`config.mk`:
```
export PLATFORM = sky130hd
export DESIGN_NAME = pixel_walker_flat
export DESIGN_NICKNAME = d
export VERILOG_FILES = /design/src/common/mandel_pkg.sv /design/src/common/point_if.sv /design/src/rtl/pixel_walker.sv /design/src/flat_wrapper.sv
export SDC_FILE = /design/constraint.sdc
export NUM_CORES = 1
export LEC_CHECK = 0
export BUFFER_PORTS_ARGS = -buffer_cell sky130_fd_sc_hd__buf_2
export CAP_MARGIN = 10
export CORE_MARGIN = 2
export CORE_UTILIZATION = 45
export DETAILED_ROUTE_END_ITERATION = 12
export PLACE_DENSITY = 0.74
export SKIP_LAST_GASP = 1
export SLEW_MARGIN = 20
export SYNTH_ARGS = -nofsm -noshare
export SYNTH_HDL_FRONTEND = slang
export SYNTH_SLANG_ARGS = --single-unit
export TNS_END_PERCENT = 20
```
`constraint.sdc`:
```
create_clock -name clk -period 4 [get_ports clk]
set_input_delay 0.2 -clock clk [delete_from_list [all_inputs] [get_ports clk]]
set_output_delay 0.2 -clock clk [all_outputs]
set_load 0.02 [all_outputs]
```
`src/common/mandel_pkg.sv`:
```
package mandel_pkg;

	//////////////////////////////////////////////////
	// Fixed point format, signed 4.23
	//////////////////////////////////////////////////

	localparam int FRAC_BITS = 23;

	typedef logic signed [26:0] coord_t;

	// Pixel address, enough for 640x480
	localparam int ADDR_W = 19;
	typedef logic [ADDR_W-1:0] addr_t;

	// Iteration count, limits up to 1024
	localparam int CNT_W = 11;
	typedef logic [CNT_W-1:0] count_t;

	// RGB332, red on top and blue in the low two bits
	typedef logic [7:0] color_t;

	// Escape bounds
	localparam coord_t ESCAPE_MAG = 27'sh2000000;
	localparam coord_t ESCAPE_COORD = 27'sh1000000;

	// One colour per band, band 0 is inside the set
	localparam color_t PALETTE [0:8] = '{
		8'b000_000_00,
		8'b011_001_00,
		8'b011_001_00,
		8'b101_010_01,
		8'b011_001_01,
		8'b001_001_01,
		8'b011_010_10,
		8'b010_100_10,
		8'b010_100_10
	};

	typedef enum logic [1:0] {ITER_IDLE, ITER_CALC, ITER_DONE} iter_state_t;
	typedef enum logic {FRAME_IDLE, FRAME_RUN} frame_state_t;

	// Full product, then sign plus bits 48..23
	function automatic coord_t fx_mult(input coord_t a, input coord_t b);
		logic signed [53:0] prod;
		prod = a * b;
		return {prod[53], prod[48:FRAC_BITS]};
	endfunction

endpackage
```
`src/common/point_if.sv`:
```
`timescale 1ns/1ps

// One plane point and its pixel address
interface point_if import mandel_pkg::*; ();
	logic valid;
	logic ready;
	coord_t c_re;
	coord_t c_im;
	addr_t addr;

	// Walker side offers points
	modport walker (
		output valid,
		output c_re,
		output c_im,
		output addr,
		input ready
	);

	modport iterator (
		input valid,
		input c_re,
		input c_im,
		input addr,
		output ready
	);
endinterface

```
`src/rtl/pixel_walker.sv`:
```
`timescale 1ns/1ps

module pixel_walker import mandel_pkg::*; #(
	parameter int H_PIXELS = 640,
	parameter int V_PIXELS = 480
) (
	input logic clk,
	input logic reset,
	input logic start,
	input coord_t x_start,
	input coord_t y_start,
	input coord_t step,
	input logic last_written,
	output logic busy,
	output logic frame_done,
	point_if.walker point
);
	localparam int PIXELS = H_PIXELS * V_PIXELS;
	localparam int COL_W = $clog2(H_PIXELS + 1);
	localparam int ROW_W = $clog2(V_PIXELS + 1);

	frame_state_t state;
	coord_t x_origin;
	coord_t x_step;
	logic [COL_W-1:0] col;
	logic [ROW_W-1:0] row;
	logic launch;
	logic taken;
	logic row_end;
	logic frame_end;

	assign launch = (state == FRAME_IDLE) && start;
	assign taken = point.valid && point.ready;
	assign row_end = (col == COL_W'(H_PIXELS - 1));
	assign frame_end = row_end && (row == ROW_W'(V_PIXELS - 1));
	assign busy = (state == FRAME_RUN);

	//////////////////////////////////////////////////
	// Frame control and raster position
	//////////////////////////////////////////////////

	always_ff @(posedge clk) begin
		if (reset) begin
			state <= FRAME_IDLE;
			point.valid <= 1'b0;
			frame_done <= 1'b0;
			col <= '0;
			row <= '0;
		end else begin
			frame_done <= 1'b0;
			if (launch) begin
				state <= FRAME_RUN;
				point.valid <= 1'b1;
				col <= '0;
				row <= '0;
			end else if (state == FRAME_RUN) begin
				// Last point gone, nothing more to offer
				if (taken && frame_end)
					point.valid <= 1'b0;
				else if (taken && row_end) begin
					col <= '0;
					row <= row + 1'b1;
				end else if (taken)
					col <= col + 1'b1;
				// Frame ends once the final pixel leaves the writer
				if (last_written) begin
					state <= FRAME_IDLE;
					frame_done <= 1'b1;
				end
			end
		end
	end

	//////////////////////////////////////////////////
	// Plane coordinates
	//////////////////////////////////////////////////

	always_ff @(posedge clk) begin
		if (launch) begin
			x_origin <= x_start;
			x_step <= step;
			point.c_re <= x_start;
			point.c_im <= y_start;
			point.addr <= '0;
		end else if (taken && !frame_end) begin
			point.addr <= point.addr + 1'b1;
			// Back to left edge, one row down
			if (row_end) begin
				point.c_re <= x_origin;
				point.c_im <= point.c_im - x_step;
			end else
				point.c_re <= point.c_re + x_step;
		end
	end

	// Offered address stays inside the frame
	a_addr_range: assert property (@(posedge clk) disable iff (reset)
		point.valid |-> point.addr < addr_t'(PIXELS));

endmodule

```
`src/flat_wrapper.sv`:
```
// flat-port wrapper written by rule: the top's interface ports become plain ports
module pixel_walker_flat import mandel_pkg::*;
#(
	parameter int H_PIXELS = 640,
	parameter int V_PIXELS = 480
)
  (clk, reset, start, x_start, y_start, step, last_written, busy, frame_done, point_valid, point_c_re, point_c_im, point_addr, point_ready);
  point_if point_i ();
  input logic clk;
  input logic reset;
  input logic start;
  input coord_t x_start;
  input coord_t y_start;
  input coord_t step;
  input logic last_written;
  output logic busy;
  output logic frame_done;
  output wire logic [$bits(point_i.valid)-1:0] point_valid;
  output wire logic [$bits(point_i.c_re)-1:0] point_c_re;
  output wire logic [$bits(point_i.c_im)-1:0] point_c_im;
  output wire logic [$bits(point_i.addr)-1:0] point_addr;
  input wire logic [$bits(point_i.ready)-1:0] point_ready;
  assign point_valid = point_i.valid;
  assign point_c_re = point_i.c_re;
  assign point_c_im = point_i.c_im;
  assign point_addr = point_i.addr;
  assign point_i.ready = point_ready;
  pixel_walker #(.H_PIXELS(H_PIXELS), .V_PIXELS(V_PIXELS)) u_core (.clk(clk), .reset(reset), .start(start), .x_start(x_start), .y_start(y_start), .step(step), .last_written(last_written), .busy(busy), .frame_done(frame_done), .point(point_i));
endmodule
```
==> flow_metrics.py <==
metrics = {
    "grt": {
        "grt_max_degree": 75,
        "antenna_found_initial": 0,
        "track_usage": 0.215,
        "grt_pass1_wl_mm": 34.5,
        "first_global_vias": 6990,
        "grt.overflow.total": 0,
    },
    "drt": {
        "firstDrtPassIters": 8,
        "ant_nets": 0,
        "wl_mm": 21.7,
        "vias": 7300,
        "dr.first_iter.drc_count": 531,
        "avgRoutedWirePerCell_um": 16.1,
        "vias_per_cell": 5.39,
        "route.detailed.drc": 0,
    },
    "timing": {
        "timing.fmax_mhz": 319,
        "finClkSkew_ns": 0.0127,
        "finalSetupTns_ns": 0,
        "rsz0062_at_grt": "no",
        "slew_headroom": 0.459,
        "min_period_ns": 3.14,
        "report.final.slew_viol_count": 0,
        "tightest_slew_ns": 0.811,
        "finalHoldViolations": 0,
        "setup_viol": 0,
        "period_share": 0.785,
    },
    "cells_and_area": {
        "layoutNonFillerInstCount": 1354,
        "seqCellArea_mm2": 0.00406,
        "stdcell_area_mm2": 0.0108,
        "synthToLayoutAreaGrowth_pct": 24.5,
        "drive_gt1_frac": 0.188,
        "diodes": 0,
        "finalNetCount": 1250,
        "multi_input_area_mm2": 0.00428,
        "final_util": 0.574,
        "fillers": 1647,
    },
    "power_and_ir_drop": {
        "power_mw": 5.15,
        "power_density_mw_per_mm2": 478,
        "p_sw_mw": 1.78,
        "clock_power_share": 0.303,
        "power_frac_seq": 0.380,
        "ir_drop_mv": 0.237,
        "p_sw_frac": 0.346,
        "p_int_mw": 3.37,
        "power_leakage_nw": 4.63,
        "p_comb_frac": 0.318,
    },
    "status": {
        "outcome": "finished, final reports clean",
    },
    "floorplanning": {
        "die_area_mm2": 0.0204,
        "fp-row-count": 50,
        "die_w_um": 143,
        "num_io_pins": 162,
        "core-area_mm2": 0.0188,
        "die-height_um": 143,
        "start_util": 0.461,
    },
    "clock_network": {
        "clock_sinks": 149,
        "path_clk_slew_ns": 0.07,
        "clk-insertion-delay-late_ns": 0.42,
        "clockBufferDepth": 2,
        "cts_setup_buffers": 0,
        "tritoncts": "built",
        "cts_htree_levels": 4,
        "post_cts_resized": 0,
        "numCtsBuffers": 17,
        "cts_hold_buffers": 55,
        "root_buffer": "clkbuf_16",
    },
    "placed_design": {
        "io_buffers": 161,
        "placedInstanceArea_mm2": 0.00964,
        "gp_congestion": 0.895,
        "placed_cells": 1267,
        "dp_hpwl_mm": 15.5,
    },
    "job": {
        "drv_cap": 0,
    },
    "critical_path": {
        "worstPathBufferInverterCount": 1,
        "crit_slowest_cell": "a221o_1",
        "crit_path_end_kind": "flop",
        "critical-path-max-stage-delay_ns": 0.43,
        "path_common_cell": "o21ai_1",
        "required_ns": 4.16,
        "path_max_fanout": 4,
        "worstSetupStartpointType": "flop",
        "worst-endpoint-arrival_ns": 3.30,
        "cp_top_family": "compound AO/OA/AOI/OAI gates",
        "path_cells": "ha_1, inv_1, fa_1, a21o_1, a21oi_1, o211ai_1, nand2_1, o21ai_1, a221o_1, a41oi_1, xnor2_1, o21ai_1",
        "worstSetupPathType": "flop to flop",
    },
    "yosys": {
        "yosys_register_bits": 149,
        "yosysWarningCount": 0,
        "synth_edf_count": 108,
        "netlist_area_mm2": 0.00865,
        "synth_ff_type": "edfxtp_1",
        "avgSynthCellArea_um2": 9.57,
        "yosys.cell_types.count": 64,
        "syn_inst": 904,
        "async_flop_share": 0,
        "ys_seq_area_frac": 0.470,
        "syn_nets": 1047,
    },
    "hold_path": {
        "min_path_type": "primary input to flop",
    },
}
[layout by cell type (no fill, tap or decap), types with 17 or more instances in the layout]
| cell type | instances |
|---|---|
| a21o_1 | 26 |
| a21oi_1 | 96 |
| and3_1 | 18 |
| buf_2 | 161 |
| clkbuf_16 | 17 |
| dfxtp_1 | 41 |
| dlygate4sd3_1 | 55 |
| edfxtp_1 | 108 |
| ha_1 | 55 |
| inv_1 | 40 |
| nand2_1 | 93 |
| nand3_1 | 25 |
| nor2_1 | 96 |
| o21ai_0 | 43 |
| xnor2_1 | 28 |
| xor2_1 | 42 |
[sequential cells by signal, indices dropped and copies added (netlist names)]
name and cells:
u_core.x_step 27, u_core.busy 1, u_core.frame_done 1, u_core.point.addr 19, u_core.point.c_re 27, u_core.col 10
u_core.point.c_im 27, u_core.row 9, u_core.x_origin 27, u_core.point.valid 1
[cells in the mapped netlist (all sizes together), types with 3 or more instances]
| library cell | number | area share |
|---|---|---|
| a211oi | 3 | 0.0026 |
| a21o | 26 | 0.023 |
| a21oi | 96 | 0.056 |
| a311oi | 3 | 0.0030 |
| a31oi | 14 | 0.010 |
| a41oi | 3 | 0.0030 |
| and3 | 18 | 0.013 |
| and4 | 4 | 0.0043 |
| buf | 5 | 0.0045 |
| clkbuf | 32 | 0.014 |
| dfxtp | 41 | 0.095 |
| edfxtp | 108 | 0.37 |
| ha | 55 | 0.080 |
| inv | 41 | 0.018 |
| mux2i | 3 | 0.0035 |
| nand2 | 94 | 0.041 |
| nand2b | 14 | 0.010 |
| nand3 | 25 | 0.014 |
| nand4 | 16 | 0.013 |
| nor2 | 96 | 0.042 |
| nor2b | 9 | 0.0065 |
| nor3 | 16 | 0.011 |
| o211ai | 4 | 0.0040 |
| o21a | 5 | 0.0043 |
| o21ai | 56 | 0.032 |
| o21bai | 7 | 0.0061 |
| o31ai | 3 | 0.0026 |
| or3 | 8 | 0.0058 |
| xnor2 | 28 | 0.028 |
| xor2 | 42 | 0.043 |
[final cells by class]
type                            instances  share of cell area
Clock inverter                         15              0.0148
Clock buffer                           17              0.0395
Timing Repair Buffer                  221               0.129
Multi-Input combinational cell        677               0.397
Inverter                               41              0.0145
Tap cell                              234              0.0272
Sequential cell                       149               0.377
[worst paths after layout]
| path | start | to | slack [ns] | depth (start not counted) |
|---|---|---|---|---|
| min | last_written | u_core.frame_done | 0.03 | 2 |
| max | u_core.x_step[0] | u_core.point.c_im[26] | 0.86 | 12 |
| min reg2reg | u_core.row[8] | u_core.row[8] | 0.49 | 2 |
| max reg2reg | u_core.x_step[0] | u_core.point.c_im[26] | 0.86 | 12 |
[per-layer routing]
layer / routed length [um] / GRT usage
met2: 10000 / 0.340
met4: 637 / 0.0891
met3: 1090 / 0.0349
met1: 10000 / 0.294
met5: 0 / 0
[cells by family after synthesis]
| logic type | count (synthesis) | share of synthesized area |
|---|---|---|
| adder cells (fa/ha/maj) | 57 | 0.0842 |
| flip-flops | 149 | 0.470 |
| AO/OA/AOI/OAI | 236 | 0.163 |
| XOR/XNOR | 70 | 0.0709 |
| buffers and inverters | 78 | 0.0362 |
| AND/OR/NAND/NOR | 310 | 0.171 |
| multiplexers | 4 | 0.00477 |
[per-stage QoR]
| step | worst slack [ns] | hold WS [ns] |
|---|---|---|
| finish | 0.862 | 0.0261 |
| floorplan | 0.381 | 0.269 |
| global placement | 0.960 | 0.378 |
| detailed placement | 0.894 | 0.379 |
| CTS | 0.883 | 0.0167 |
| global route | 0.655 | 0.0164 |
[power by group through the flow]
stage	sequential (mW)	combinational, mW	clock (mW)
4_1_cts	1.95	1.62	1.59
3_3_place_gp	1.98	1.55	0
6_report	1.96	1.64	1.56
5_1_grt	1.97	1.81	1.65
2_1_floorplan	2.09	1.05	0
3_5_place_dp	1.99	1.57	0
(Power assumes the default switching activity.)
