### config.mk
export PLATFORM = sky130hd
export DESIGN_NAME = pixel_writer_flat
export DESIGN_NICKNAME = d
export VERILOG_FILES = /design/src/common/mandel_pkg.sv /design/src/common/result_if.sv /design/src/rtl/pixel_writer.sv /design/src/flat_wrapper.sv
export SDC_FILE = /design/constraint.sdc
export NUM_CORES = 1
export LEC_CHECK = 0
export BUFFER_PORTS_ARGS = -buffer_cell sky130_fd_sc_hd__buf_2
export CAP_MARGIN = 20
export CORE_MARGIN = 3
export CORE_UTILIZATION = 48
export CTS_CLUSTER_SIZE = 16
export DETAILED_ROUTE_END_ITERATION = 16
export PLACE_DENSITY_LB_ADDON = 0.05
export SLEW_MARGIN = 15
export SYNTH_ARGS = -nofsm -noshare
export SYNTH_HDL_FRONTEND = slang
export SYNTH_SLANG_ARGS = --single-unit
### constraint.sdc
create_clock -name clk -period 3.9 [get_ports clk]
set_clock_uncertainty 0.05 [all_clocks]
set_input_delay 0.39 -clock clk [delete_from_list [all_inputs] [get_ports clk]]
set_output_delay 0.39 -clock clk [all_outputs]
set_load 0.01 [all_outputs]
### src/common/mandel_pkg.sv
package mandel_pkg;

	//////////////////////////////////////////////////
	// Fixed point format, signed 4.23
	//////////////////////////////////////////////////

	localparam int FRAC_BITS = 23;

	typedef logic signed [26:0] coord_t;

	// Pixel address, enough for 640x480
	localparam int ADDR_W = 19;
	typedef logic [ADDR_W-1:0] addr_t;

	// Iteration count, limits up to 1024
	localparam int CNT_W = 11;
	typedef logic [CNT_W-1:0] count_t;

	// RGB332, red on top and blue in the low two bits
	typedef logic [7:0] color_t;

	// Escape bounds
	localparam coord_t ESCAPE_MAG = 27'sh2000000;
	localparam coord_t ESCAPE_COORD = 27'sh1000000;

	// One colour per band, band 0 is inside the set
	localparam color_t PALETTE [0:8] = '{
		8'b000_000_00,
		8'b011_001_00,
		8'b011_001_00,
		8'b101_010_01,
		8'b011_001_01,
		8'b001_001_01,
		8'b011_010_10,
		8'b010_100_10,
		8'b010_100_10
	};

	typedef enum logic [1:0] {ITER_IDLE, ITER_CALC, ITER_DONE} iter_state_t;
	typedef enum logic {FRAME_IDLE, FRAME_RUN} frame_state_t;

	// Full product, then sign plus bits 48..23
	function automatic coord_t fx_mult(input coord_t a, input coord_t b);
		logic signed [53:0] prod;
		prod = a * b;
		return {prod[53], prod[48:FRAC_BITS]};
	endfunction

endpackage
### src/common/result_if.sv
`timescale 1ns/1ps

// Iteration count for one pixel
interface result_if import mandel_pkg::*; ();
	logic valid;
	logic ready;
	count_t count;
	addr_t addr;

	modport iterator (
		output valid,
		output count,
		output addr,
		input ready
	);

	// Writer side takes results
	modport writer (
		input valid,
		input count,
		input addr,
		output ready
	);
endinterface

### src/rtl/pixel_writer.sv
`timescale 1ns/1ps

module pixel_writer import mandel_pkg::*; #(
	parameter int H_PIXELS = 640,
	parameter int V_PIXELS = 480,
	parameter int ITER_MAX = 1000
) (
	input logic clk,
	input logic reset,
	input logic pix_ready,
	result_if.writer result,
	output logic pix_valid,
	output addr_t pix_addr,
	output color_t pix_color,
	output logic last_written
);
	localparam addr_t LAST_ADDR = addr_t'(H_PIXELS * V_PIXELS - 1);

	logic [3:0] band;
	logic accept;

	//////////////////////////////////////////////////
	// Count to colour band
	//////////////////////////////////////////////////

	// Smallest k with count >= ITER_MAX >> k, else band 8
	always_comb begin
		band = 4'd8;
		for (int k = 8; k >= 1; k--) begin
			if (result.count >= count_t'(ITER_MAX >> k))
				band = 4'(k);
		end
		// Never escaped
		if (result.count == count_t'(ITER_MAX))
			band = 4'd0;
	end

	//////////////////////////////////////////////////
	// Output register
	//////////////////////////////////////////////////

	// Free slot, or the held pixel leaves this cycle
	assign result.ready = !pix_valid || pix_ready;
	assign accept = result.valid && result.ready;

	always_ff @(posedge clk) begin
		if (reset)
			pix_valid <= 1'b0;
		else if (accept)
			pix_valid <= 1'b1;
		else if (pix_ready)
			pix_valid <= 1'b0;
	end

	always_ff @(posedge clk) begin
		if (accept) begin
			pix_addr <= result.addr;
			pix_color <= PALETTE[band];
		end
	end

	// Final pixel of the frame on its way out
	assign last_written = pix_valid && pix_ready && (pix_addr == LAST_ADDR);

	a_out_stable: assert property (@(posedge clk) disable iff (reset)
		pix_valid && !pix_ready |=> pix_valid && $stable(pix_addr) && $stable(pix_color));

endmodule

### src/flat_wrapper.sv
// flat-port wrapper written by rule: the top's interface ports become plain ports
module pixel_writer_flat import mandel_pkg::*;
#(
	parameter int H_PIXELS = 640,
	parameter int V_PIXELS = 480,
	parameter int ITER_MAX = 1000
)
  (clk, reset, pix_ready, pix_valid, pix_addr, pix_color, last_written, result_valid, result_count, result_addr, result_ready);
  result_if result_i ();
  input logic clk;
  input logic reset;
  input logic pix_ready;
  output logic pix_valid;
  output addr_t pix_addr;
  output color_t pix_color;
  output logic last_written;
  input wire logic [$bits(result_i.valid)-1:0] result_valid;
  input wire logic [$bits(result_i.count)-1:0] result_count;
  input wire logic [$bits(result_i.addr)-1:0] result_addr;
  output wire logic [$bits(result_i.ready)-1:0] result_ready;
  assign result_i.valid = result_valid;
  assign result_i.count = result_count;
  assign result_i.addr = result_addr;
  assign result_ready = result_i.ready;
  pixel_writer #(.H_PIXELS(H_PIXELS), .V_PIXELS(V_PIXELS), .ITER_MAX(ITER_MAX)) u_core (.clk(clk), .reset(reset), .pix_ready(pix_ready), .result(result_i), .pix_valid(pix_valid), .pix_addr(pix_addr), .pix_color(pix_color), .last_written(last_written));
endmodule
==> results of run 1 <==
[sequential cells by signal (all words and copies together), names as in the netlist]
signal / count
u_core.pix_addr: 19
u_core.pix_valid: 1
u_core.pix_color: 8
[power breakdown]
group          internal [mW]  leakage (nW)  total (mW)  switching (mW)
Clock                  0.104        0.0279       0.184          0.0804
Sequential             0.352         0.269       0.358         0.00674
Combinational         0.0344         0.390      0.0801          0.0457
Total                  0.490         0.687       0.623           0.133
[routing by layer]
| layer | vias up | global-route usage [%] | part of all wire, % |
|---|---|---|---|
| li1 | 477 | - | - |
| met1 | 462 | 21.3 | 42 |
| met2 | 45 | 27.1 | 48 |
| met3 | 4 | 5.43 | 9.0 |
| met4 | 0 | 4.97 | 1.1 |
| met5 | - | 0 | 0 |
[metrics by stage]
| stage | area, µm² | worst slack, ps |
|---|---|---|
| after floorplan | 1250 | 1530 |
| after global placement | 1590 | 1300 |
| after detailed placement | 1590 | 1270 |
| after CTS | 1640 | 1630 |
| after global routing | 1640 | 1530 |
| final | 1640 | 1600 |
[kinds of logic after synthesis]
| group | share of synthesized area, % |
|---|---|
| flops | 66.7 |
| simple gates | 13.7 |
| compound gates | 13.9 |
| buf+inv | 1.21 |
| fa+ha+maj | 3.01 |
| xor+xnor | 0.703 |
| mux | 0.904 |
[placed cells by master, fill, tap and decap left out, drive strengths merged, types with 2 or more instances in the layout]
cell / instances
buf: 63
edfxtp: 27
nor2: 7
nand4: 3
o21ai: 3
nand3: 3
a21oi: 3
ha: 3
clkbuf: 3
nand2b: 2
o31ai: 2
o22ai: 2
inv: 2
and2: 2
or4: 2
[worst register-to-register path, stage by stage, from the launching register on]
cell,delay [ps]
dfxtp_1,350
nand2b_1,100
and2_2,550
[final cells by class]
cell class	count	area [µm²]	area share [%]
inverters	2	7.51	0.457
flip-flops and latches	28	831	50.6
repair buffers	63	315	19.2
multi-input cells	54	402	24.4
clock inverters	1	30.0	1.83
well taps	28	35.0	2.13
clock buffers	3	22.5	1.37
[cell usage after synthesis]
library cell	n
nor4_1	1
o31ai_1	2
a221oi_1	1
o22ai_1	2
o41ai_2	1
o21a_1	1
a2111oi_4	1
a21o_1	1
or3_1	1
and3_1	1
inv_1	2
nor3_1	1
or4_4	1
a41o_1	1
and2_1	2
edfxtp_1	27
nand2b_1	2
a31oi_2	1
o211a_1	1
clkbuf_1	2
xor2_1	1
a211oi_1	1
nand2_1	1
or4_1	1
mux2_2	1
or2_1	1
o21ai_0	3
nand3_1	3
a22oi_1	1
ha_1	3
and4_1	1
nand3b_1	1
nor4bb_1	1
nor2_1	7
a21oi_1	3
dfxtp_1	1
nor2b_1	1
nand4_1	3
[path summary, 6_finish.rpt]
check,slack [ps],start,end,cells after the start
worst max-delay path,1600,result_count[8],u_core.pix_color[6]$_SDFFCE_PP1P_,8
worst min register to register,500,u_core.pix_valid$_SDFFE_PP0P_,u_core.pix_valid$_SDFFE_PP0P_,2
worst min-delay path,150,reset,u_core.pix_valid$_SDFFE_PP0P_,2
worst max register to register,2480,u_core.pix_valid$_SDFFE_PP0P_,u_core.pix_addr[14]$_DFFE_PP_,2
==> impl_results.html, run 1 <==
<table>
<tr><th>Metric</th><th>Value</th></tr>
<tr><th colspan="2">Status</th></tr>
<tr><td>Outcome</td><td>finished, final reports clean</td></tr>
<tr><th colspan="2">Yosys</th></tr>
<tr><td>Cell accounting for the most synthesized area</td><td>edfxtp_1</td></tr>
<tr><td>Share of the synthesized area in the top cell type</td><td>65.1%</td></tr>
<tr><td>Syn_nets</td><td>about 120</td></tr>
<tr><td>Synth Area per Inst</td><td>14.5 µm²</td></tr>
<tr><td>Total standard cell area after synthesis</td><td>1250 µm²</td></tr>
<tr><td>Synth warn</td><td>0</td></tr>
<tr><td>Flip-flop and latch count after synthesis</td><td>28</td></tr>
<tr><td>Register area share after synthesis</td><td>between 60% and 70%</td></tr>
<tr><td>Cells after synthesis</td><td>86</td></tr>
<tr><td>Area contributors post-synth</td><td>edfxtp_1 65%, ha_1 3.0%, a2111oi_4 2.2%</td></tr>
<tr><td>Synth cell types</td><td>38</td></tr>
<tr><th colspan="2">Critical path</th></tr>
<tr><td>Cell type of the slowest stage on the worst timing path</td><td>or4_4</td></tr>
<tr><td>Cell family with most CP delay</td><td>compound AO/OA/AOI/OAI gates</td></tr>
<tr><td>Critical Path RT</td><td>3940 ps</td></tr>
<tr><td>Startpoint Class</td><td>primary input</td></tr>
<tr><td>Cell Chain, Critical Path</td><td>buf_2 &gt; or4_4 &gt; a31oi_2 &gt; a221oi_1 &gt; o21a_1 &gt; ha_1 &gt; nor2_1 &gt; a21oi_1</td></tr>
<tr><td>Worst EP arrival</td><td>2340 ps</td></tr>
<tr><td>Critical path peak fanout</td><td>10</td></tr>
<tr><td>Critical path type</td><td>in -&gt; reg</td></tr>
<tr><td>Critical Path Sink Type</td><td>register</td></tr>
<tr><td>Worst path buffer plus inverter count</td><td>1</td></tr>
<tr><td>Slowest Stage Delay on Critical Path</td><td>between 500 and 600 ps</td></tr>
<tr><th colspan="2">Layout</th></tr>
<tr><td>Fill cell count</td><td>around 200</td></tr>
<tr><td>Count of inserted antenna diode cells</td><td>0</td></tr>
<tr><td>Fin util</td><td>a little over two thirds</td></tr>
<tr><td>Share of layout cells above drive strength 1</td><td>48.3%</td></tr>
<tr><td>Number of nets in the layout</td><td>roughly 190</td></tr>
<tr><td>Area growth from synthesis to final layout</td><td>31.8%</td></tr>
<tr><td>Post-layout instance count excluding filler cells</td><td>approximately 180</td></tr>
<tr><th colspan="2">Die</th></tr>
<tr><td>Number of ports placed on the die boundary</td><td>64</td></tr>
<tr><td>Core area</td><td>2340 µm²</td></tr>
<tr><td>Y dimension of the die</td><td>approximately 57 µm</td></tr>
<tr><td>Die outline area</td><td>3240 µm²</td></tr>
<tr><td>Std-Cell Rows</td><td>17</td></tr>
<tr><td>Die width</td><td>57.0 µm</td></tr>
<tr><td>Effective utilization at floorplan</td><td>a little over half</td></tr>
<tr><th colspan="2">Power and ir drop</th></tr>
<tr><td>Power consumption</td><td>~620 µW</td></tr>
<tr><td>P per Cell Area</td><td>379 nW/µm²</td></tr>
<tr><td>Reported leakage power</td><td>a little under 0.7 nW</td></tr>
<tr><td>Maximum resistive drop on vdd</td><td>between 300 and 400 µV</td></tr>
<tr><th colspan="2">Routing</th></tr>
<tr><td>Via density</td><td>5.52</td></tr>
<tr><td>Routed WL per cell</td><td>approximately 15 µm</td></tr>
<tr><td>Total via count in the routed design</td><td>just under 1000</td></tr>
<tr><td>1st-iter DRT viols</td><td>26</td></tr>
<tr><td>DRT Pass-1 Iters</td><td>4</td></tr>
<tr><td>Final ANT Viol Nets</td><td>0</td></tr>
<tr><td>Residual DRC count</td><td>0</td></tr>
<tr><td>Detailed-route wire length</td><td>2.64 mm</td></tr>
<tr><th colspan="2">Clock tree</th></tr>
<tr><td>Clock root cell</td><td>clkbuf_4</td></tr>
<tr><td># H-tree levels</td><td>1</td></tr>
<tr><td>Number of gates resized after cts</td><td>0</td></tr>
<tr><td>Setup bufs post-CTS</td><td>0</td></tr>
<tr><td>Number of hold buffers added after CTS</td><td>0</td></tr>
<tr><td>Clock slew at the register clock pins of the worst setup and hold paths</td><td>~150 ps</td></tr>
<tr><td>Maximum clock path buffer count</td><td>2</td></tr>
<tr><td>CTS tree</td><td>done</td></tr>
<tr><td>Worst-skew pair later-pin latency</td><td>320 ps</td></tr>
<tr><td>Clock sink count</td><td>28</td></tr>
<tr><td>Number of buffers added by the clock tree synthesis step</td><td>3</td></tr>
<tr><th colspan="2">Placement</th></tr>
<tr><td>Post-detailed-placement half-perimeter wirelength</td><td>roughly 2.1 mm</td></tr>
<tr><td>Count of buffers from port buffering</td><td>63</td></tr>
<tr><td>Post-placement cell count</td><td>around 180</td></tr>
<tr><td>Placer's final routability congestion estimate</td><td>between 0.7 and 0.8</td></tr>
<tr><th colspan="2">GRT</th></tr>
<tr><td>First-pass GRT wire length</td><td>4.16 mm</td></tr>
<tr><td>GRT Overall Usage</td><td>16.6%</td></tr>
<tr><td>Maximum number of pins on one net before global-route repair</td><td>28</td></tr>
<tr><td>Number of antenna violations at the first check in global routing</td><td>0</td></tr>
<tr><td>Via count of the first global-routing pass</td><td>between 900 and 1000</td></tr>
<tr><td>Grt total ovfl</td><td>0</td></tr>
<tr><th colspan="2">Timing</th></tr>
<tr><td>Worst-margin pin slew</td><td>605 ps</td></tr>
<tr><td>Final Cycle Share</td><td>between 50% and 60%</td></tr>
<tr><td>Max-slew violations</td><td>0</td></tr>
<tr><td>Count of endpoints failing hold in the final timing report</td><td>0</td></tr>
<tr><td>Final setup fails</td><td>0</td></tr>
<tr><td>Unrepaired setup endpoints after global routing</td><td>false</td></tr>
<tr><td>Min Tclk post-route</td><td>approximately 2300 ps</td></tr>
<tr><td>Relative slew slack</td><td>59.7%</td></tr>
<tr><td>Maximum achievable frequency</td><td>around 430 MHz</td></tr>
<tr><td>Aggregate negative setup slack</td><td>0 ps</td></tr>
<tr><td>Worst hold margin</td><td>around 150 ps</td></tr>
<tr><th colspan="2">Worst hold path</th></tr>
<tr><td>Worst hold-check path type</td><td>in -&gt; reg</td></tr>
<tr><th colspan="2">Job</th></tr>
<tr><td>Count of maximum capacitance violations</td><td>0</td></tr>
</table>
No activity file was read; power rests on OpenSTA's default activity.
==> run 2: changes to the inputs <==
Settings changed: CORE_UTILIZATION 48 to 40.
Clock period 3.9 ns to 1.9 ns, I/O delays scaled along.
==> run 2 against run 1 <==
  * Register-to-register slack got worse by 2000 ps
  * Via count up 16%
  * Flip-flop and latch count stayed put
  * Worst hold slack worse by 110 ps
  * Count of clock-buffer cells in the layout unchanged
  * Design area up 27%
  * Sequential share of layout area fell by 11 points
  * Routed wire length increased by 19%
  * First-iteration DRC count increased by 54%
  * Non-clock buffer count up 46
  * Sequential power rose by 110%
  * Critical path depth is 1 higher
  * Largest power group unchanged
==> impl_results.html, run 2 (synthesis results as in run 1) <==
<table>
<tr><th>Metric</th><th>Value</th></tr>
<tr><th colspan="2">Timing</th></tr>
<tr><td>Worst-margin pin slew</td><td>375 ps (was 605 ps)</td></tr>
<tr><td>Maximum achievable frequency</td><td>around 530 MHz</td></tr>
<tr><td>Count of endpoints failing hold in the final timing report</td><td>0 (unchanged)</td></tr>
<tr><td>Min Tclk post-route</td><td>around 1900 ps</td></tr>
<tr><td>Final setup fails</td><td>0 (unchanged)</td></tr>
<tr><td>Relative slew slack</td><td>75.0% (was 59.7%)</td></tr>
<tr><td>Worst Slack Setup Final</td><td>15.5 ps (was 1600 ps)</td></tr>
<tr><td>Final Cycle Share</td><td>between 90 and 100%</td></tr>
<tr><td>Max-slew violations</td><td>0 (unchanged)</td></tr>
<tr><td>Unrepaired setup endpoints after global routing</td><td>true (was false)</td></tr>
<tr><th colspan="2">GRT</th></tr>
<tr><td>GRT Overall Usage</td><td>16.8% (was 16.6%)</td></tr>
<tr><td>First-pass GRT wire length</td><td>4.60 mm (was 4.16 mm)</td></tr>
<tr><td>Grt total ovfl</td><td>0 (unchanged)</td></tr>
<tr><td>Via count of the first global-routing pass</td><td>1078 (was 902)</td></tr>
<tr><td>Maximum number of pins on one net before global-route repair</td><td>22 (was 28)</td></tr>
<tr><td>Number of antenna violations at the first check in global routing</td><td>0 (unchanged)</td></tr>
<tr><th colspan="2">Layout</th></tr>
<tr><td>Count of inserted antenna diode cells</td><td>0 (unchanged)</td></tr>
<tr><td>Most frequent cells in the layout</td><td>62 x buf_2, 27 x edfxtp_1, 25 x buf_4 (was 63 x buf_2, 27 x edfxtp_1, 7 x nor2_1)</td></tr>
<tr><td>Post-layout instance count excluding filler cells</td><td>228 (was 179)</td></tr>
<tr><td>Number of nets in the layout</td><td>235 (was 189)</td></tr>
<tr><td>Commonest non-fill, non-tap cell in the layout</td><td>buf_2 (unchanged)</td></tr>
<tr><td>Biggest registers after layout</td><td>u_core.pix_addr x19, u_core.pix_color x8, u_core.pix_valid x1 (unchanged)</td></tr>
<tr><td>Fin util</td><td>73.4% (was 70.2%)</td></tr>
<tr><td>Top reg by flops</td><td>u_core.pix_addr (unchanged)</td></tr>
<tr><td>Area growth from synthesis to final layout</td><td>68.1% (was 31.8%)</td></tr>
<tr><td>Share of layout cells above drive strength 1</td><td>53.3% (was 48.3%)</td></tr>
<tr><td>Number of flip-flops under the largest register name</td><td>19 (unchanged)</td></tr>
<tr><th colspan="2">Clock tree</th></tr>
<tr><td>Maximum clock path buffer count</td><td>2 (unchanged)</td></tr>
<tr><td>Number of buffers added by the clock tree synthesis step</td><td>3 (unchanged)</td></tr>
<tr><td>Worst-skew pair later-pin latency</td><td>320 ps (about the same)</td></tr>
<tr><td>CTS tree</td><td>done (unchanged)</td></tr>
<tr><td>Clock root cell</td><td>clkbuf_4 (unchanged)</td></tr>
<tr><td>Clock sink count</td><td>28 (unchanged)</td></tr>
<tr><td>Clock slew at the register clock pins of the worst setup and hold paths</td><td>140 ps (was 150 ps)</td></tr>
<tr><td># H-tree levels</td><td>1 (unchanged)</td></tr>
<tr><th colspan="2">Critical path</th></tr>
<tr><td>RR Startpoint</td><td>u_core.pix_valid$_SDFFE_PP0P_ (unchanged)</td></tr>
<tr><td>Critical path peak fanout</td><td>4 (was 10)</td></tr>
<tr><td>Cell Chain, Critical Path</td><td>buf_6 &gt; or4_4 &gt; buf_4 &gt; a31oi_4 &gt; a221oi_1 &gt; o21a_1 &gt; ha_1 &gt; nor2_2 &gt; a21oi_1 (was buf_2 &gt; or4_4 &gt; a31oi_2 &gt; a221oi_1 &gt; o21a_1 &gt; ha_1 &gt; nor2_1 &gt; a21oi_1)</td></tr>
<tr><td>Worst EP arrival</td><td>1910 ps (was 2340 ps)</td></tr>
<tr><td>Critical path type</td><td>in -&gt; reg (unchanged)</td></tr>
<tr><td>Cell type of the slowest stage on the worst timing path</td><td>or4_4 (unchanged)</td></tr>
<tr><td>Critical Path Sink Type</td><td>register (unchanged)</td></tr>
<tr><td>Worst Reg-to-Reg Cells</td><td>3 (was 2)</td></tr>
<tr><td>End of the worst register-to-register path</td><td>u_core.pix_addr[18]$_DFFE_PP_ (was u_core.pix_addr[14]$_DFFE_PP_)</td></tr>
<tr><td>Slowest Stage Delay on Critical Path</td><td>560 ps (was 570 ps)</td></tr>
<tr><td>Critical Path RT</td><td>1920 ps (was 3940 ps)</td></tr>
<tr><td>Register-to-register path setup slack</td><td>530 ps (was 2480 ps)</td></tr>
<tr><td>Startpoint Class</td><td>primary input (unchanged)</td></tr>
<tr><th colspan="2">Die</th></tr>
<tr><td>Number of ports placed on the die boundary</td><td>64 (unchanged)</td></tr>
<tr><td>Y dimension of the die</td><td>61.8 µm (was 57.0 µm)</td></tr>
<tr><td>Die width</td><td>61.8 µm (was 57.0 µm)</td></tr>
<tr><td>Effective utilization at floorplan</td><td>43.7% (was 53.3%)</td></tr>
<tr><td>Die outline area</td><td>3820 µm² (was 3240 µm²)</td></tr>
<tr><td>Core area</td><td>2850 µm² (was 2340 µm²)</td></tr>
<tr><td>Std-Cell Rows</td><td>19 (was 17)</td></tr>
<tr><th colspan="2">Power and ir drop</th></tr>
<tr><td>Power consumption</td><td>1.35 mW (was 623 µW)</td></tr>
<tr><td>Maximum resistive drop on vdd</td><td>449 µV (was 324 µV)</td></tr>
<tr><td>Reported leakage power</td><td>0.907 nW (was 0.687 nW)</td></tr>
<tr><td>P per Cell Area</td><td>644 nW/µm² (was 379 nW/µm²)</td></tr>
<tr><th colspan="2">Worst hold path</th></tr>
<tr><td>End point of the worst hold path</td><td>u_core.pix_valid$_SDFFE_PP0P_ (unchanged)</td></tr>
<tr><td>Worst hold-check path type</td><td>in -&gt; reg (unchanged)</td></tr>
<tr><td>Worst hold path cell count</td><td>3 (was 2)</td></tr>
<tr><td>Beginning of the worst hold path</td><td>result_valid (was reset)</td></tr>
<tr><th colspan="2">Routing</th></tr>
<tr><td>DRT Pass-1 Iters</td><td>4 (unchanged)</td></tr>
<tr><td>Final ANT Viol Nets</td><td>0 (unchanged)</td></tr>
<tr><td>Routed WL per cell</td><td>13.8 µm (was 14.7 µm)</td></tr>
<tr><td>Detailed-route wire length</td><td>3.15 mm (was 2.64 mm)</td></tr>
<tr><td>1st-iter DRT viols</td><td>40 (was 26)</td></tr>
<tr><td>Highest routing layer actually used</td><td>met4 (unchanged)</td></tr>
<tr><td>Residual DRC count</td><td>0 (unchanged)</td></tr>
<tr><td>Routed length on met2</td><td>1.69 mm (was 1.28 mm)</td></tr>
<tr><td>Total via count in the routed design</td><td>1145 (was 988)</td></tr>
<tr><td>Total routed wire length on the met1 layer</td><td>1.22 mm (was 1.10 mm)</td></tr>
<tr><td>Routed length on met3</td><td>193 µm (was 237 µm)</td></tr>
<tr><td>Via density</td><td>5.02 (was 5.52)</td></tr>
<tr><th colspan="2">Placement</th></tr>
<tr><td>Post-placement cell count</td><td>201 (was 175)</td></tr>
<tr><td>Count of buffers from port buffering</td><td>63 (unchanged)</td></tr>
<tr><td>Placer's final routability congestion estimate</td><td>0.911 (was 0.761)</td></tr>
<tr><td>Post-detailed-placement half-perimeter wirelength</td><td>2.27 mm (was 2.11 mm)</td></tr>
<tr><td>Setup Slack @ Placement</td><td>-346 ps (was 1270 ps)</td></tr>
<tr><th colspan="2">Job</th></tr>
<tr><td>Count of maximum capacitance violations</td><td>0 (unchanged)</td></tr>
<tr><th colspan="2">Status</th></tr>
<tr><td>Outcome</td><td>finished, final reports clean (unchanged)</td></tr>
</table>
==> run 2: cell type report <==
type                            instances  area (µm²)
Clock buffer                            3        22.5
Timing Repair Buffer                  109         729
Inverter                                2        7.51
Sequential cell                        28         831
Fill cell                             194         758
Multi-Input combinational cell         54         435
Clock inverter                          1        30.0
Tap cell                               31        38.8
==> run 2: where the power goes <==
| part | switching (mW) | internal (mW) | leakage, nW |
|---|---|---|---|
| logic | 0.110 | 0.132 | 0.609 |
| clock network | 0.158 | 0.213 | 0.0279 |
| registers | 0.0151 | 0.721 | 0.269 |
| total | 0.283 | 1.07 | 0.907 |
==> run 2: worst max-delay path by stage <==
stage,startpoint,to
after floorplan,result_count[8],u_core.pix_color[2]$_SDFFCE_PP0P_
after global placement,result_count[8],u_core.pix_color[6]$_SDFFCE_PP1P_
after detailed placement,result_count[8],u_core.pix_color[6]$_SDFFCE_PP1P_
after CTS,result_count[8],u_core.pix_color[6]$_SDFFCE_PP1P_
after global routing,result_count[9],u_core.pix_color[6]$_SDFFCE_PP1P_
final,result_count[9],u_core.pix_color[6]$_SDFFCE_PP1P_
==> run 2: per-stage QoR <==
| step | setup TNS (ps) | instance area, µm² | hold slack, ps |
|---|---|---|---|
| 2_1_floorplan | -365 | 1260 | 209 |
| 3_3_place_gp | -995 | 1790 | 300 |
| 3_5_place_dp | -1130 | 1790 | 302 |
| 4_1_cts | -5.87 | 2040 | 24.7 |
| 5_1_grt | -143 | 2090 | 14.4 |
| 6_report | 0 | 2090 | 37.0 |
==> run 2: layer usage <==
layer | track usage, % | up-vias
met2 | 32.3 | 38
met5 | 0 | -
met3 | 2.89 | 4
met4 | 7.27 | 0
met1 | 17.8 | 536
li1 | - | 567
==> run 2: timing repair <==
item / in CTS / in global routing
buffers inserted: 0 / 3
endpoints found under the setup margin: 1 / 3
pin swaps: 0 / 5
hold buffers: 20 / 0
resized for setup: 0 / 6
endpoints found under the hold margin: 20 / 0
==> run 2: worst max-delay path, delay by kind of cell <==
family / cells / cell delay (ps)
buf+inv: 2 / 250
fa+ha+maj: 1 / 300
simple gates: 2 / 660
compound gates: 4 / 500
